--- src/cpuPkg.sv ---
package cpuPkg;

    parameter int wordSize = 16;
    parameter int numRegs = 4;
    parameter int regAddrW = 2;

    // instruction opcodes, bits 15:12.
    typedef enum logic [3:0] {
        opBne   = 4'd0,
        opBeq   = 4'd1,
        opBgz   = 4'd2,
        opBlz   = 4'd3,
        opAdi   = 4'd4,
        opOri   = 4'd5,
        opLhi   = 4'd6,
        opLwd   = 4'd7,
        opSwd   = 4'd8,
        opJmp   = 4'd9,
        opJal   = 4'd10,
        opRsv11 = 4'd11,
        opRsv12 = 4'd12,
        opRsv13 = 4'd13,
        opRsv14 = 4'd14,
        opRType = 4'd15
    } opcodeT;

    // function codes for opcode 15.
    typedef enum logic [5:0] {
        fnAdd = 6'd0,
        fnSub = 6'd1,
        fnAnd = 6'd2,
        fnOrr = 6'd3,
        fnNot = 6'd4,
        fnTcp = 6'd5,
        fnShl = 6'd6,
        fnShr = 6'd7,
        fnJpr = 6'd25,
        fnJrl = 6'd26,
        fnHlt = 6'd29
    } funcT;

    typedef enum logic [3:0] {
        aluAdd   = 4'd0,
        aluSub   = 4'd1,
        aluAnd   = 4'd2,
        aluOr    = 4'd3,
        aluNot   = 4'd4,
        aluTcp   = 4'd5,
        aluShl   = 4'd6,
        aluShr   = 4'd7,
        aluPassB = 4'd8 // lhi.
    } aluOpT;

endpackage

--- src/alu.sv ---
`timescale 1ns/1ps

module alu #(
    parameter int dataWidth = cpuPkg::wordSize
) (
    input  logic [dataWidth-1:0] a,
    input  logic [dataWidth-1:0] b,
    input  cpuPkg::aluOpT        op,
    output logic [dataWidth-1:0] result
);
    import cpuPkg::*;

    always_comb begin
        case (op)
            aluAdd: begin
                result = a + b;
            end
            aluSub: begin
                result = a - b;
            end
            aluAnd: begin
                result = a & b;
            end
            aluOr: begin
                result = a | b;
            end
            aluNot: begin
                result = ~a;
            end
            aluTcp: begin
                result = ~a + 1'b1; // negate.
            end
            aluShl: begin
                result = {a[dataWidth-2:0], 1'b0};
            end
            aluShr: begin
                result = {a[dataWidth-1], a[dataWidth-1:1]}; // arithmetic.
            end
            aluPassB: begin
                result = b;
            end
            default: begin
                result = '0;
            end
        endcase
    end

    // decoder must never hand over an undefined operation.
    always_comb begin
        assert final (op inside {aluAdd, aluSub, aluAnd, aluOr, aluNot,
                                 aluTcp, aluShl, aluShr, aluPassB})
        else $error("alu: undefined op %0d", op);
    end

endmodule

--- src/regFile.sv ---
`timescale 1ns/1ps

module regFile #(
    parameter int dataWidth = cpuPkg::wordSize
) (
    input  logic                        clk,
    input  logic                        rstN,
    input  logic [cpuPkg::regAddrW-1:0] readAddr1,
    input  logic [cpuPkg::regAddrW-1:0] readAddr2,
    input  logic [cpuPkg::regAddrW-1:0] writeAddr,
    input  logic [dataWidth-1:0]        writeData,
    input  logic                        writeEnable,
    output logic [dataWidth-1:0]        readData1,
    output logic [dataWidth-1:0]        readData2
);
    import cpuPkg::*;

    logic [dataWidth-1:0] regs [numRegs];

    always_ff @(posedge clk or negedge rstN) begin
        if (!rstN) begin
            for (int i = 0; i < numRegs; i++) begin
                regs[i] <= '0;
            end
        end else if (writeEnable) begin
            regs[writeAddr] <= writeData;
        end
    end

    // combinational reads, new value visible after the edge.
    assign readData1 = regs[readAddr1];
    assign readData2 = regs[readAddr2];

endmodule

--- src/controlUnit.sv ---
`timescale 1ns/1ps

module controlUnit (
    input  cpuPkg::opcodeT opcode,
    input  logic [5:0]     func,
    output logic           regWrite,
    output logic           regDst,
    output logic           aluSrc,
    output cpuPkg::aluOpT  aluOp,
    output logic           memToReg,
    output logic           isBranch,
    output logic           isJump,
    output logic           isLink,
    output logic           isJumpReg,
    output logic           memRead,
    output logic           memWrite,
    output logic           halt
);
    import cpuPkg::*;

    always_comb begin
        regWrite  = 1'b0;
        regDst    = 1'b0;
        aluSrc    = 1'b0;
        aluOp     = aluAdd;
        memToReg  = 1'b0;
        isBranch  = 1'b0;
        isJump    = 1'b0;
        isLink    = 1'b0;
        isJumpReg = 1'b0;
        memRead   = 1'b0;
        memWrite  = 1'b0;
        halt      = 1'b0;

        case (opcode)
            opBne, opBeq, opBgz, opBlz: begin
                isBranch = 1'b1; // condition tested in the datapath.
            end
            opAdi, opOri, opLhi: begin
                regWrite = 1'b1;
                aluSrc   = 1'b1;
                aluOp    = (opcode == opAdi) ? aluAdd :
                           (opcode == opOri) ? aluOr : aluPassB;
            end
            opLwd: begin
                regWrite = 1'b1;
                aluSrc   = 1'b1;
                memToReg = 1'b1;
                memRead  = 1'b1;
            end
            opSwd: begin
                aluSrc   = 1'b1;
                memWrite = 1'b1;
            end
            opJmp, opJal: begin
                isJump   = 1'b1;
                isLink   = (opcode == opJal);
                regWrite = (opcode == opJal);
            end
            opRType: begin
                case (funcT'(func))
                    fnAdd, fnSub, fnAnd, fnOrr, fnNot, fnTcp, fnShl, fnShr: begin
                        regWrite = 1'b1;
                        regDst   = 1'b1;
                        aluOp    = aluOpT'({1'b0, func[2:0]}); // codes line up.
                    end
                    fnJpr: isJumpReg = 1'b1;
                    fnJrl: begin
                        isJumpReg = 1'b1;
                        isLink    = 1'b1;
                        regWrite  = 1'b1;
                    end
                    fnHlt: halt = 1'b1;
                    default: ; // reserved function, no operation.
                endcase
            end
            default: ; // reserved opcode, no operation.
        endcase
    end

endmodule

--- src/datapath.sv ---
`timescale 1ns/1ps

module datapath #(
    parameter int dataWidth = cpuPkg::wordSize
) (
    input  logic                 clk,
    input  logic                 rstN,
    input  logic                 regWrite,
    input  logic                 regDst,
    input  logic                 aluSrc,
    input  cpuPkg::aluOpT        aluOp,
    input  logic                 memToReg,
    input  logic                 isBranch,
    input  logic                 isJump,
    input  logic                 isLink,
    input  logic                 isJumpReg,
    input  logic                 memRead,
    input  logic                 memWrite,
    input  logic                 halt,
    input  logic [dataWidth-1:0] dataIn,
    input  logic                 inputReady,
    input  logic                 ackOutput,
    output cpuPkg::opcodeT       opcode,
    output logic [5:0]           func,
    output logic                 readM,
    output logic                 writeM,
    output logic [dataWidth-1:0] address,
    output logic [dataWidth-1:0] dataOut,
    output logic                 halted
);
    import cpuPkg::*;

    typedef enum logic [2:0] {
        sStart,
        sFetch,
        sExecute,
        sMemRead,
        sMemWrite,
        sHalt
    } stateT;

    stateT state;

    logic [dataWidth-1:0] pc;
    logic [dataWidth-1:0] ir;
    logic [dataWidth-1:0] memAddr;
    logic [dataWidth-1:0] storeData;

    logic [regAddrW-1:0] rs;
    logic [regAddrW-1:0] rt;
    logic [regAddrW-1:0] rd;
    logic [regAddrW-1:0] writeAddr;
    logic [7:0]          imm;
    logic [11:0]         target;

    logic [dataWidth-1:0] immSext;
    logic [dataWidth-1:0] immHigh;
    logic [dataWidth-1:0] pcPlus1;
    logic [dataWidth-1:0] branchTarget;
    logic [dataWidth-1:0] nextPc;
    logic [dataWidth-1:0] readData1;
    logic [dataWidth-1:0] readData2;
    logic [dataWidth-1:0] aluB;
    logic [dataWidth-1:0] aluResult;
    logic [dataWidth-1:0] writeData;
    logic                 writeEnable;
    logic                 taken;

    // fields sit in the low half word.
    assign opcode = opcodeT'(ir[15:12]);
    assign rs     = ir[11:10];
    assign rt     = ir[9:8];
    assign rd     = ir[7:6];
    assign func   = ir[5:0];
    assign imm    = ir[7:0];
    assign target = ir[11:0];

    assign immSext = {{(dataWidth-8){imm[7]}}, imm};
    assign immHigh = {imm, {(dataWidth-8){1'b0}}}; // lhi operand.
    assign aluB    = !aluSrc ? readData2 : (aluOp == aluPassB) ? immHigh : immSext;

    assign pcPlus1      = pc + 1'b1;
    assign branchTarget = pcPlus1 + immSext;

    always_comb begin
        case (opcode)
            opBne:   taken = (readData1 != readData2);
            opBeq:   taken = (readData1 == readData2);
            opBgz:   taken = ($signed(readData1) > 0);
            opBlz:   taken = ($signed(readData1) < 0);
            default: taken = 1'b0;
        endcase
    end

    always_comb begin
        if (isJump) begin
            nextPc = {pc[dataWidth-1:12], target};
        end else if (isJumpReg) begin
            nextPc = readData1;
        end else if (isBranch && taken) begin
            nextPc = branchTarget;
        end else begin
            nextPc = pcPlus1;
        end
    end

    // links always go to register 2.
    assign writeAddr = isLink ? 2'd2 : (regDst ? rd : rt);
    assign writeData = (state == sMemRead) ? dataIn : (isLink ? pcPlus1 : aluResult);
    assign writeEnable = (state == sExecute && regWrite && !memToReg) ||
                         (state == sMemRead && inputReady);

    regFile #(.dataWidth(dataWidth)) regFile_inst (
        .clk        (clk),
        .rstN       (rstN),
        .readAddr1  (rs),
        .readAddr2  (rt),
        .writeAddr  (writeAddr),
        .writeData  (writeData),
        .writeEnable(writeEnable),
        .readData1  (readData1),
        .readData2  (readData2)
    );

    alu #(.dataWidth(dataWidth)) alu_inst (
        .a     (readData1),
        .b     (aluB),
        .op    (aluOp),
        .result(aluResult)
    );

    always_ff @(posedge clk or negedge rstN) begin
        if (!rstN) begin
            state <= sStart;
            pc    <= '0;
            ir    <= '0;
        end else begin
            case (state)
                sStart: state <= sFetch;
                sFetch: begin
                    if (inputReady) begin
                        ir    <= dataIn;
                        state <= sExecute;
                    end
                end
                sExecute: begin
                    pc <= nextPc;
                    if (halt) begin
                        state <= sHalt;
                    end else if (memRead) begin
                        state <= sMemRead;
                    end else if (memWrite) begin
                        state <= sMemWrite;
                    end else begin
                        state <= sFetch;
                    end
                end
                sMemRead: begin
                    if (inputReady) state <= sFetch;
                end
                sMemWrite: begin
                    if (ackOutput) state <= sFetch;
                end
                default: state <= sHalt; // stays until reset.
            endcase
        end
    end

    // address and store data held for the whole access.
    always_ff @(posedge clk) begin
        if (state == sExecute) begin
            memAddr   <= aluResult;
            storeData <= readData2;
        end
    end

    assign readM   = (state == sFetch) || (state == sMemRead);
    assign writeM  = (state == sMemWrite);
    assign halted  = (state == sHalt);
    assign address = (state == sFetch) ? pc : memAddr;
    assign dataOut = storeData;

    assert property (@(posedge clk) disable iff (!rstN) !(readM && writeM))
    else $error("datapath: readM and writeM high together");

    assert property (@(posedge clk) disable iff (!rstN)
        writeM && !ackOutput |=> writeM && $stable(address))
    else $error("datapath: writeM dropped or address moved before ackOutput");

endmodule

--- src/cpuTop.sv ---
`timescale 1ns/1ps

module cpuTop #(
    parameter int dataWidth = cpuPkg::wordSize
) (
    input  logic                 clk,
    input  logic                 rstN,
    output logic                 readM,
    output logic                 writeM,
    output logic [dataWidth-1:0] address,
    output logic [dataWidth-1:0] dataOut,
    input  logic [dataWidth-1:0] dataIn,
    input  logic                 inputReady,
    input  logic                 ackOutput,
    output logic                 halted
);
    import cpuPkg::*;

    opcodeT     opcode;
    logic [5:0] func;
    aluOpT      aluOp;
    logic       regWrite;
    logic       regDst;
    logic       aluSrc;
    logic       memToReg;
    logic       isBranch;
    logic       isJump;
    logic       isLink;
    logic       isJumpReg;
    logic       memRead;
    logic       memWrite;
    logic       halt;

    controlUnit controlUnit_inst (
        .opcode   (opcode),
        .func     (func),
        .regWrite (regWrite),
        .regDst   (regDst),
        .aluSrc   (aluSrc),
        .aluOp    (aluOp),
        .memToReg (memToReg),
        .isBranch (isBranch),
        .isJump   (isJump),
        .isLink   (isLink),
        .isJumpReg(isJumpReg),
        .memRead  (memRead),
        .memWrite (memWrite),
        .halt     (halt)
    );

    datapath #(.dataWidth(dataWidth)) datapath_inst (
        .clk       (clk),
        .rstN      (rstN),
        .regWrite  (regWrite),
        .regDst    (regDst),
        .aluSrc    (aluSrc),
        .aluOp     (aluOp),
        .memToReg  (memToReg),
        .isBranch  (isBranch),
        .isJump    (isJump),
        .isLink    (isLink),
        .isJumpReg (isJumpReg),
        .memRead   (memRead),
        .memWrite  (memWrite),
        .halt      (halt),
        .dataIn    (dataIn),
        .inputReady(inputReady),
        .ackOutput (ackOutput),
        .opcode    (opcode),
        .func      (func),
        .readM     (readM),
        .writeM    (writeM),
        .address   (address),
        .dataOut   (dataOut),
        .halted    (halted)
    );

endmodule

--- config.mk ---
export PLATFORM = sky130hd
export DESIGN_NAME = cpuTop
export DESIGN_NICKNAME = d
export VERILOG_FILES = /design/src/cpuPkg.sv /design/src/alu.sv /design/src/regFile.sv /design/src/controlUnit.sv /design/src/datapath.sv /design/src/cpuTop.sv
export SDC_FILE = /design/constraint.sdc
export NUM_CORES = 1
export LEC_CHECK = 0
export ABC_AREA = 1
export BUFFER_PORTS_ARGS = -buffer_cell sky130_fd_sc_hd__buf_4
export CAP_MARGIN = 20
export CORE_UTILIZATION = 41
export DETAILED_ROUTE_END_ITERATION = 7
export GPL_TIMING_DRIVEN = 0
export PLACE_DENSITY_LB_ADDON = 0.15
export SLEW_MARGIN = 20
export SYNTH_ARGS = -nofsm -noshare
export SYNTH_HDL_FRONTEND = slang
export SYNTH_SLANG_ARGS = --single-unit
--- constraint.sdc ---
create_clock -name clk -period 5.2 [get_ports clk]
set_clock_uncertainty 0.15 [all_clocks]
set_input_delay 0.52 -clock clk [delete_from_list [all_inputs] [get_ports clk]]
set_output_delay 0.52 -clock clk [all_outputs]
set_load 0.03 [all_outputs]
# --- Yosys cells after proc, flatten, opt, wreduce, memory -nomap -nowiden ---
# Index checks and enable logic that the tools add are counted.
# Widths: inputs -> output; s select.
totals:
  regBits: 131
  output_inout_bits: 35
  word_cells: 137
  in_bits: 20
op_classes:
  addsub: 5
  n_lt_le_gt_ge: 6
  reduce_logical: 23
  bitwise: 7
  muxes: 47
  eq_ne: 39
op_table:
  columns: ["op", "count"]
  rows:
  - ["$mux 16", 11]
  - ["$pmux 16 s9", 1]
  - ["$bmux 16 s2", 2]
  - ["$bwmux 64", 1]
  - ["$add 16x1->16 const B", 2]
  - ["$add 16x16->16", 2]
  - ["$demux 16 s2", 1]
  - ["$eq 4x3->1 const B", 8]
  - ["$eq 6x3->1 const B", 4]
  - ["$mux 3", 7]
  - ["$eq 4x4->1 const B", 5]
  - ["$eq 6x5->1 const B", 3]
  - ["$and 16x16->16", 1]
  - ["$eq 16x16->1", 1]
  - ["$eq 4x2->1 const B", 4]
  - ["$gt 16x1->1 const B", 1]
  - ["$lt 16x1->1 const B", 1]
  - ["$ne 16x16->1", 1]
  - ["$not 16->16", 1]
  - ["$or 16x16->16", 1]
  - ["$sub 16x16->16", 1]
  - ["$mux 15", 1]
  - ["$pmux 3 s5", 1]
  - ["$mux 1", 13]
  - ["other kinds (33)", 53]

# --- Longest topological paths before layout ---
# Gate-level depths: netlist of the first run.
depth:
  word_depth: 12
  mapped_depth: 31

# --- Cells and area by module ---
# From an unflattened synthesis of the first run, not the netlist that was laid out.
unflattened:
  hier_cells: 1896
  area_unflattened_um2: 12055.3
by_module_without_submodules:
  columns: ["module", "area_per_inst_um2", "seq_area_each_um2", "n_inst", "cells_each"]
  rows:
  - ["datapath", 5355.1, 1836.8, 1, 775]
  - ["regFile", 3971.3, 1601.5, 1, 594]
  - ["alu", 2478.6, 0.0, 1, 475]
  - ["controlUnit", 250.2, 0.0, 1, 52]

# --- Least setup slack after synthesis of the first run ---
# No wires, ideal clock.
synth_path:
  path_kind: "register -> register"
  start: "reg datapath_inst.ir[12]"
  end: "reg datapath_inst.regFile_inst.regs[14] in the netlist's numbering"
  arrival_ns: 3.456
  path_buffers: 1
  setup_time_ns: 0.117
  slack_ns: 1.478
  path_stages_with_launch: 26
  path_cell_list: "dfrtp_1 nand2_2 inv_2 nand3_2 nor2_4 nand2_4 nand2_4 inv_4 nand3_1 clkbuf_1 nand2_1 xor2_1 ha_1 nand3_1 nand2_1 nand2_1 o21ai_0 nand3_1 a21oi_1 o21ai_0 nor2_1 nand3_1 o21ai_1 nand2_1 nand2_1 nand2_1"
synth_between:
  elab_chain_len: 12
synth_rtl:
  columns: ["element", "line", "text"]
  rows:
  - ["from (decl)", "datapath.sv:45", "logic [dataWidth-1:0] ir;"]
  - ["from (signal assigned)", "datapath.sv:142", "ir <= dataIn;"]
  - ["$eq 4x3->1", "controlUnit.sv:35, controlUnit.sv:43", null]
  - ["$mux 4", "controlUnit.sv:43", "(opcode == opOri) ? aluOr : aluPassB;"]
  - ["$mux 4", "controlUnit.sv:42", "aluOp = (opcode == opAdi) ? aluAdd :"]
  - ["$pmux 4 s2", "controlUnit.sv:35", "case (opcode)"]
  - ["$eq 4x4->1", "alu.sv:14, datapath.sv:80", null]
  - ["$mux 15", "datapath.sv:80", "assign aluB = !aluSrc ? readData2 : (aluOp == aluPassB) ? immHigh : immSext;"]
  - ["$mux 16", "datapath.sv:80", null]
  - ["$sub 16x16->16, or another cell as far along", "alu.sv:19", "result = a - b;"]
  - ["$pmux 16 s9 *", "alu.sv:14", "case (op)"]
  - ["named net datapath_inst.aluResult[14]", "datapath.sv:64", "logic [dataWidth-1:0] aluResult;"]
  - ["$mux 16 * (2 in a row)", "datapath.sv:109", "assign writeData = (state == sMemRead) ? dataIn : (isLink ? pcPlus1 : aluResult);"]
  - ["$bwmux 64 *", "regFile.sv:26", "regs[writeAddr] <= writeData;"]
  - ["to (signal, indexed assignment)", "regFile.sv:26", null]
  - ["to (decl)", "regFile.sv:18", "logic [dataWidth-1:0] regs [numRegs];"]
# The timed path passes the listed nets; every way through them passes the cells marked *.
# A chain may end at the register's enable or synchronous reset.

# --- Final worst setup path of the first run ---
layout_path:
  start: "reg datapath_inst.ir[8]"
  end: "reg datapath_inst.regFile_inst.regs[30] in the netlist's numbering"
layout_between:
  elab_chain_len: 10
layout_rtl:
  columns: ["element", "line", "text"]
  rows:
  - ["$not 2->3 (implied by the code) *", "regFile.sv:32", "assign readData2 = regs[readAddr2];"]
  - ["$bmux 16 s2 *", "regFile.sv:32", null]
  - ["$mux 16 (implied by the code) * (2 in a row)", "regFile.sv:32", null]
  - ["named net datapath_inst.readData2[1]", "datapath.sv:62", "logic [dataWidth-1:0] readData2;"]
  - ["$mux 16 *", "datapath.sv:80", null]
  - ["$sub 16x16->16 / $add 16x16->16 (equally long branches)", "alu.sv:19, alu.sv:16", null]
  - ["$pmux 16 s9 *", "alu.sv:14", null]
  - ["named net datapath_inst.aluResult[14]", "datapath.sv:64", null]
  - ["$mux 16 * (2 in a row)", "datapath.sv:109", null]
  - ["$bwmux 64 *", "regFile.sv:26", null]
# The timed path passes the listed nets; every way through them passes the cells marked *. The select of a mux whose other input is x is not followed.

==> results of run 1 <==
-- critical path, delay by kind of cell, from the launching register on --
kind,cells,cell delay (ps)
XOR/XNOR,1,100
AO/OA/AOI/OAI,4,700
buffers and inverters,6,910
flip-flops,1,360
AND/OR/NAND/NOR,16,2240
adder cells (fa/ha/maj),1,350
-- cell usage in the layout (no fill, tap or decap), types with 32 or more instances in the layout --
cell type  Yosys  layout
edfxtp_1      32      32
nand3_1      136     134
ha_1          34      34
nand2_1      577     575
xor2_1        40      40
buf_4          6      59
a21oi_1      114     114
nor2_1       148     148
inv_1        170     170
dfrtp_1       99      99
o21ai_0       83      82
-- through the flow --
stage                     setup TNS (ps)  util, %
final                                  0    47.58
after global routing              -4.192    47.58
after CTS                              0    47.44
after detailed placement          -340.5    45.19
after global placement            -49.46    45.07
after floorplan                        0        -
-- final cells by class --
cell class,count,area [µm²],area share [%]
flip-flops and latches,131,3438,26.74
multi-input cells,1355,6859,53.34
plain buffers,62,371.6,2.890
clock buffers,19,475.5,3.698
repair buffers,55,436.7,3.396
inverters,192,725.7,5.644
clock inverters,13,125.1,0.9730
well taps,341,426.7,3.318
-- worst max-delay path by stage --
stage	from	to	slack [ps]	depth (start not counted)
floorplan	datapath_inst.ir[12]	datapath_inst.regFile_inst.regs[14]	1480	25
global placement	datapath_inst.ir[9]	datapath_inst.regFile_inst.regs[46]	-20	26
finish	datapath_inst.ir[8]	datapath_inst.regFile_inst.regs[30]	240	28
CTS	datapath_inst.ir[8]	datapath_inst.regFile_inst.regs[30]	30	28
global route	datapath_inst.ir[8]	datapath_inst.regFile_inst.regs[62]	-4	28
detailed placement	datapath_inst.ir[3]	datapath_inst.regFile_inst.regs[30]	-90	24
-- where the power goes --
group | switching [mW] | total (mW) | internal (mW)
registers | 0 | 1.05 | 1.05
clock network | 0.562 | 1.25 | 0.693
logic | 0.0230 | 0.0326 | 0.00967
total | 0.585 | 2.34 | 1.75
-- kinds of logic after synthesis --
| logic type | after synthesis |
|---|---|
| simple gates | 972 |
| compound gates | 292 |
| buf+inv | 254 |
| flops | 131 |
| xor+xnor | 55 |
| fa+ha+maj | 36 |
-- state kept, by name, indices dropped and copies added, names as in the netlist --
signal,count
datapath_inst.dataOut,16
datapath_inst.regFile_inst.regs,64
datapath_inst.ir,16
datapath_inst.pc,16
datapath_inst.memAddr,16
datapath_inst.state,3
-- timing repair --
action / CTS / global route
pin swaps: 0 / 2
resized for setup: 3 / 12
endpoints found under the setup margin: 4 / 17
-- routing by layer --
metal  vias to the layer above  share of wire, %  track usage, %
li1                       5800                 -               -
met1                      5727                41           41.05
met2                       592                45           51.47
met3                       137               9.2           7.264
met4                         0               4.2           13.87
met5                         -                 0               0
==> flow_metrics.tcl, run 1 <==
set metrics [dict create \
    grt_util_all_layers_pct 31.97 \
    synth_mux_area_share_pct 0 \
    initial_core_util_pct 41.99 \
    synth_area_um2 11350 \
    p_total_mw 2.336 \
    synth_top_family_by_area "simple AND/OR/NAND/NOR gates" \
    fmax_mhz 201.6 \
    io_pins 55 \
    portBuffers 54 \
    stdcell_area_um2 12860 \
    die_w_um 168.4 \
    place_ws_ps -92.71 \
    post_cts_buffers 0 \
    die_area_um2 28350 \
    grt_max_degree 100 \
    gp_congestion 0.9846 \
    cp_slowest_cell "dfrtp_1" \
    drt.antenna.violating_nets 0 \
    first_pass_iters 6 \
    rows 60 \
    ys.flop_type "dfrtp_1" \
    synth_cells 1740 \
    areaGrowthSynthToFinish_pct 13.31 \
    diodes 0 \
    synthArstFlopShare_pct 75.57 \
    cpPeakStageDelay_ps 360 \
    r2r_slack_ps 240 \
    max_slew_margin_pct 30.97 \
    cts_buffers 17 \
    synth_compound_area_share_pct 14.69 \
    root_buffer "clkbuf_16" \
    hold_buffers 0 \
    finalSetupViolCount 0 \
    cts_buffer_depth 2 \
    peakVddDrop_mv 0.1610 \
    layout-drive-gt1-share_pct 12.15 \
    syn_nets 1796 \
    grt_antenna_before_repair 0 \
    worstPathRequired_ps 5380 \
    r2r_end "datapath_inst.regFile_inst.regs[30]" \
    ys_seq_area_share_pct 30.30 \
    h-tree-depth 4 \
    drv_slew 0 \
    dpl.hpwl_um 34110 \
    post-route-min-period_ps 4959 \
    r2r_cells 28 \
    insertion_delay_ps 440 \
    dp.cells 2136 \
    crit_path_frequent_cell "nand2_1" \
    wire_per_inst_um 20.55 \
    synth_warnings 0 \
    maxCapViolations 0 \
    synth_cell_types 58 \
    n_fill_cell 2798 \
    p_leak_nw 6.366 \
    layout.cells.non_filler 2168 \
    avgSynthCellArea_um2 6.522 \
    crit-reg2reg-launch "datapath_inst.ir[8]" \
    synthAdderAreaFrac_pct 4.101 \
    start_kind "flop" \
    path_class "reg2reg" \
    hold_viol_final 0 \
    timing.final.crit_share_pct 95.37 \
    setup_ws_ps 240.6 \
    tritoncts "done" \
    placed_area_um2 12210 \
    grt_pass1_vias 11530 \
    arrival_ps 5140 \
    synth-seq-cells 131 \
    synth-xor-area-share_pct 4.366 \
    drtIter0Drc 1303 \
    fin_hold_ws_ps 5.183 \
    synth_top_cell_area_share_pct 21.83 \
    critPathMaxFanout 10 \
    wl_um 44560 \
    grt_overflow 0 \
    synthTopCellsByArea "dfrtp_1 (22%), nand2_1 (19%), edfxtp_1 (8.5%)" \
    synth_commonest_cells "nand2_1 (577), inv_1 (170), nor2_1 (148), nand3_1 (136), a21oi_1 (114)" \
    cts_num_sinks 131 \
    yosysMostFrequentCell "nand2_1" \
    fin_nets 1870 \
    outcome "finished clean" \
    synth_edf_count 32 \
    dieHeight_um 168.4 \
    cellPowerDensity_nw_per_um2 181.7 \
    coreArea_um2 27030 \
    tightest_slew_ps 1035 \
    drc 0 \
    grt_pass1_wl_um 67930 \
    avgViaCountPerCell 5.653 \
    yosys.area_share.simple_pct 37.03 \
    hp-class "in2async" \
    cp-end-kind "flop" \
    cts.clk_slew.worst_paths_ps 70 \
    synth_top_area_cell "dfrtp_1" \
    num_vias 12260 \
]
Power figures use the tool's default switching activity.
==> run 2, diff against run 1 <==
Settings changed: SETUP_SLACK_MARGIN from default to 0.5.
==> run 2 against run 1 <==
  * First-iteration DRC count increased by 5.7%
  * Hold slack improved by 7.7 ps
  * Wire length grew 0.59%
  * Power is 0.16% higher
  * Sequential share of layout area fell by 0.45 points
  * Largest power group unchanged
  * The flow now finishes with violations (design-rule violations)
  * Clock power about the same
  * Combinational power is essentially flat
  * Critical path type unchanged
  * Critical endpoint unchanged
  * Worst setup slack better by 410 ps
  * Global-route usage is essentially flat
  * Non-clock buffer count up 7
==> flow_metrics.tcl, run 2 (synthesis results as in run 1) <==
set metrics [dict create \
    outcome "finished, violations left" \
    violations "design-rule violations" \
    top_register "datapath_inst.regFile_inst.regs" \
    max_slew_margin_pct 31.79 \
    cp-end-kind "flop" \
    cts_buffer_depth 2 \
    rsz0062_at_grt "true" \
    maxCapViolations 0 \
    largest_reg_flops 64 \
    root_buffer "clkbuf_16" \
    wire_per_inst_um 20.61 \
    gp_congestion 0.9846 \
    drt.antenna.violating_nets 0 \
    grt_util_all_layers_pct 32.02 \
    grt_pass1_vias 11550 \
    final_cell_mix "nand2_1 (564), inv_1 (168), nor2_1 (145), nand3_1 (131), a21oi_1 (110)" \
    cpPeakStageDelay_ps 370 \
    num_vias 12280 \
    dpl.hpwl_um 34110 \
    rows 60 \
    tritoncts "done" \
    fin_nets 1877 \
    stdcell_area_um2 13090 \
    placed_area_um2 12210 \
    drv_slew 0 \
    h-tree-depth 4 \
    crit_path_frequent_cell "nand2_1" \
    start_kind "flop" \
    cellPowerDensity_nw_per_um2 178.8 \
    peakVddDrop_mv 0.1631 \
    fin_hold_ws_ps 12.84 \
    post-route-min-period_ps 4545 \
    fmax_mhz 220.0 \
    r2r_end "datapath_inst.regFile_inst.regs[30]" \
    grt.busiest_layer "met2" \
    insertion_delay_ps 440 \
    cp_slowest_cell "dfrtp_1" \
    initial_core_util_pct 41.99 \
    die_w_um 168.4 \
    tightest_slew_ps 1023 \
    coreArea_um2 27030 \
    layout-drive-gt1-share_pct 14.18 \
    grt_antenna_before_repair 0 \
    wl_um 44820 \
    grt_pass1_wl_um 68020 \
    dieHeight_um 168.4 \
    hold_viol_final 0 \
    first_pass_iters 8 \
    portBuffers 54 \
    avgViaCountPerCell 5.647 \
    r2r_slack_ps 650 \
    p_total_mw 2.340 \
    grt_overflow 0 \
    timing.final.crit_share_pct 87.41 \
    finalSetupViolCount 0 \
    die_area_um2 28350 \
    critPathCapture "datapath_inst.regFile_inst.regs[30]" \
    io_pins 55 \
    setup_ws_ps 654.6 \
    p_leak_nw 6.443 \
    final_common_cell "nand2_1" \
    cts.clk_slew.worst_paths_ps 70 \
    path_class "reg2reg" \
    grt_max_degree 100 \
    cts_buffers 17 \
    worstSetupStartpoint "datapath_inst.ir[8]" \
    grt_use_met2_pct 51.70 \
    areaGrowthSynthToFinish_pct 15.36 \
    arrival_ps 4730 \
    worstPathRequired_ps 5380 \
    hp-class "in2async" \
    place_ws_ps -92.71 \
    diodes 0 \
    drc 2 \
    cts_num_sinks 131 \
    drtIter0Drc 1377 \
    met1_usage_pct 41.10 \
    crit-reg2reg-launch "datapath_inst.ir[8]" \
    grt_use_met3_pct 7.240 \
    r2r_cells 29 \
    critPathMaxFanout 10 \
]
run 2: cell count changes in the layout (fill, tap and decap cells not counted), sizes merged:
cell    change
buf        +12
clkbuf      -5
run 2: cell type report:
cell class | count | area [µm²]
inverter | 192 | 728.2
buffer | 62 | 399.1
multi-input combinational | 1355 | 7005
clock inverter | 13 | 125.1
sequential | 131 | 3442
fill | 2777 | 13930
timing repair buffer | 62 | 489.2
tap | 341 | 426.7
clock buffer | 19 | 475.5
run 2: worst max-delay path: cells and delay by family (launching register included):
kind	cells	cell delay, ps
buffers and inverters	5	670
DFF	1	370
xor gates and xnor gates	1	210
and+or+nand+nor	18	2010
adders and majority gates	1	310
AOI/OAI and AO/OA	4	690
run 2: worst min-delay path by stage:
stage / from / to / slack [ps] / depth (start not counted)
global placement: datapath_inst.regFile_inst.regs[27] / datapath_inst.regFile_inst.regs[27] / 310 / 2
floorplan: rstN / datapath_inst.ir[0] / 70 / 0
global route: rstN / datapath_inst.pc[8] / 90 / 1
CTS: rstN / datapath_inst.pc[8] / 90 / 1
detailed placement: datapath_inst.regFile_inst.regs[38] / datapath_inst.regFile_inst.regs[38] / 320 / 2
finish: rstN / datapath_inst.pc[8] / 10 / 1
run 2: where the power goes:
part | total (mW) | internal (mW) | switching, mW
combinational | 0.0326 | 0.00967 | 0.0229
clock | 1.26 | 0.694 | 0.565
sequential | 1.05 | 1.05 | 0
total | 2.34 | 1.75 | 0.588
run 2: routing by layer:
layer | vias to the layer above | wire (µm) | share of wire, %
met5 | - | 0 | 0
met4 | 0 | 1814 | 4.0
met3 | 120 | 4059 | 9.1
met2 | 587 | 20340 | 45
met1 | 5750 | 18610 | 42
li1 | 5825 | - | -
run 2: stage by stage:
stage / cells / util, % / setup TNS [ps]
after floorplan: 1740 / - / 0
after global placement: 2135 / 45.07 / -49.46
after detailed placement: 2136 / 45.19 / -340.5
after CTS: 2168 / 47.69 / 0
after global routing: 2175 / 48.44 / 0
final: 2175 / 48.44 / 0
run 2: timing repair:
item / CTS / global route
endpoints found under the setup margin: 30 / 35
pin swaps: 2 / 12
hold buffers: 0 / 0
resized for setup: 23 / 44
setup buffers: 0 / 7
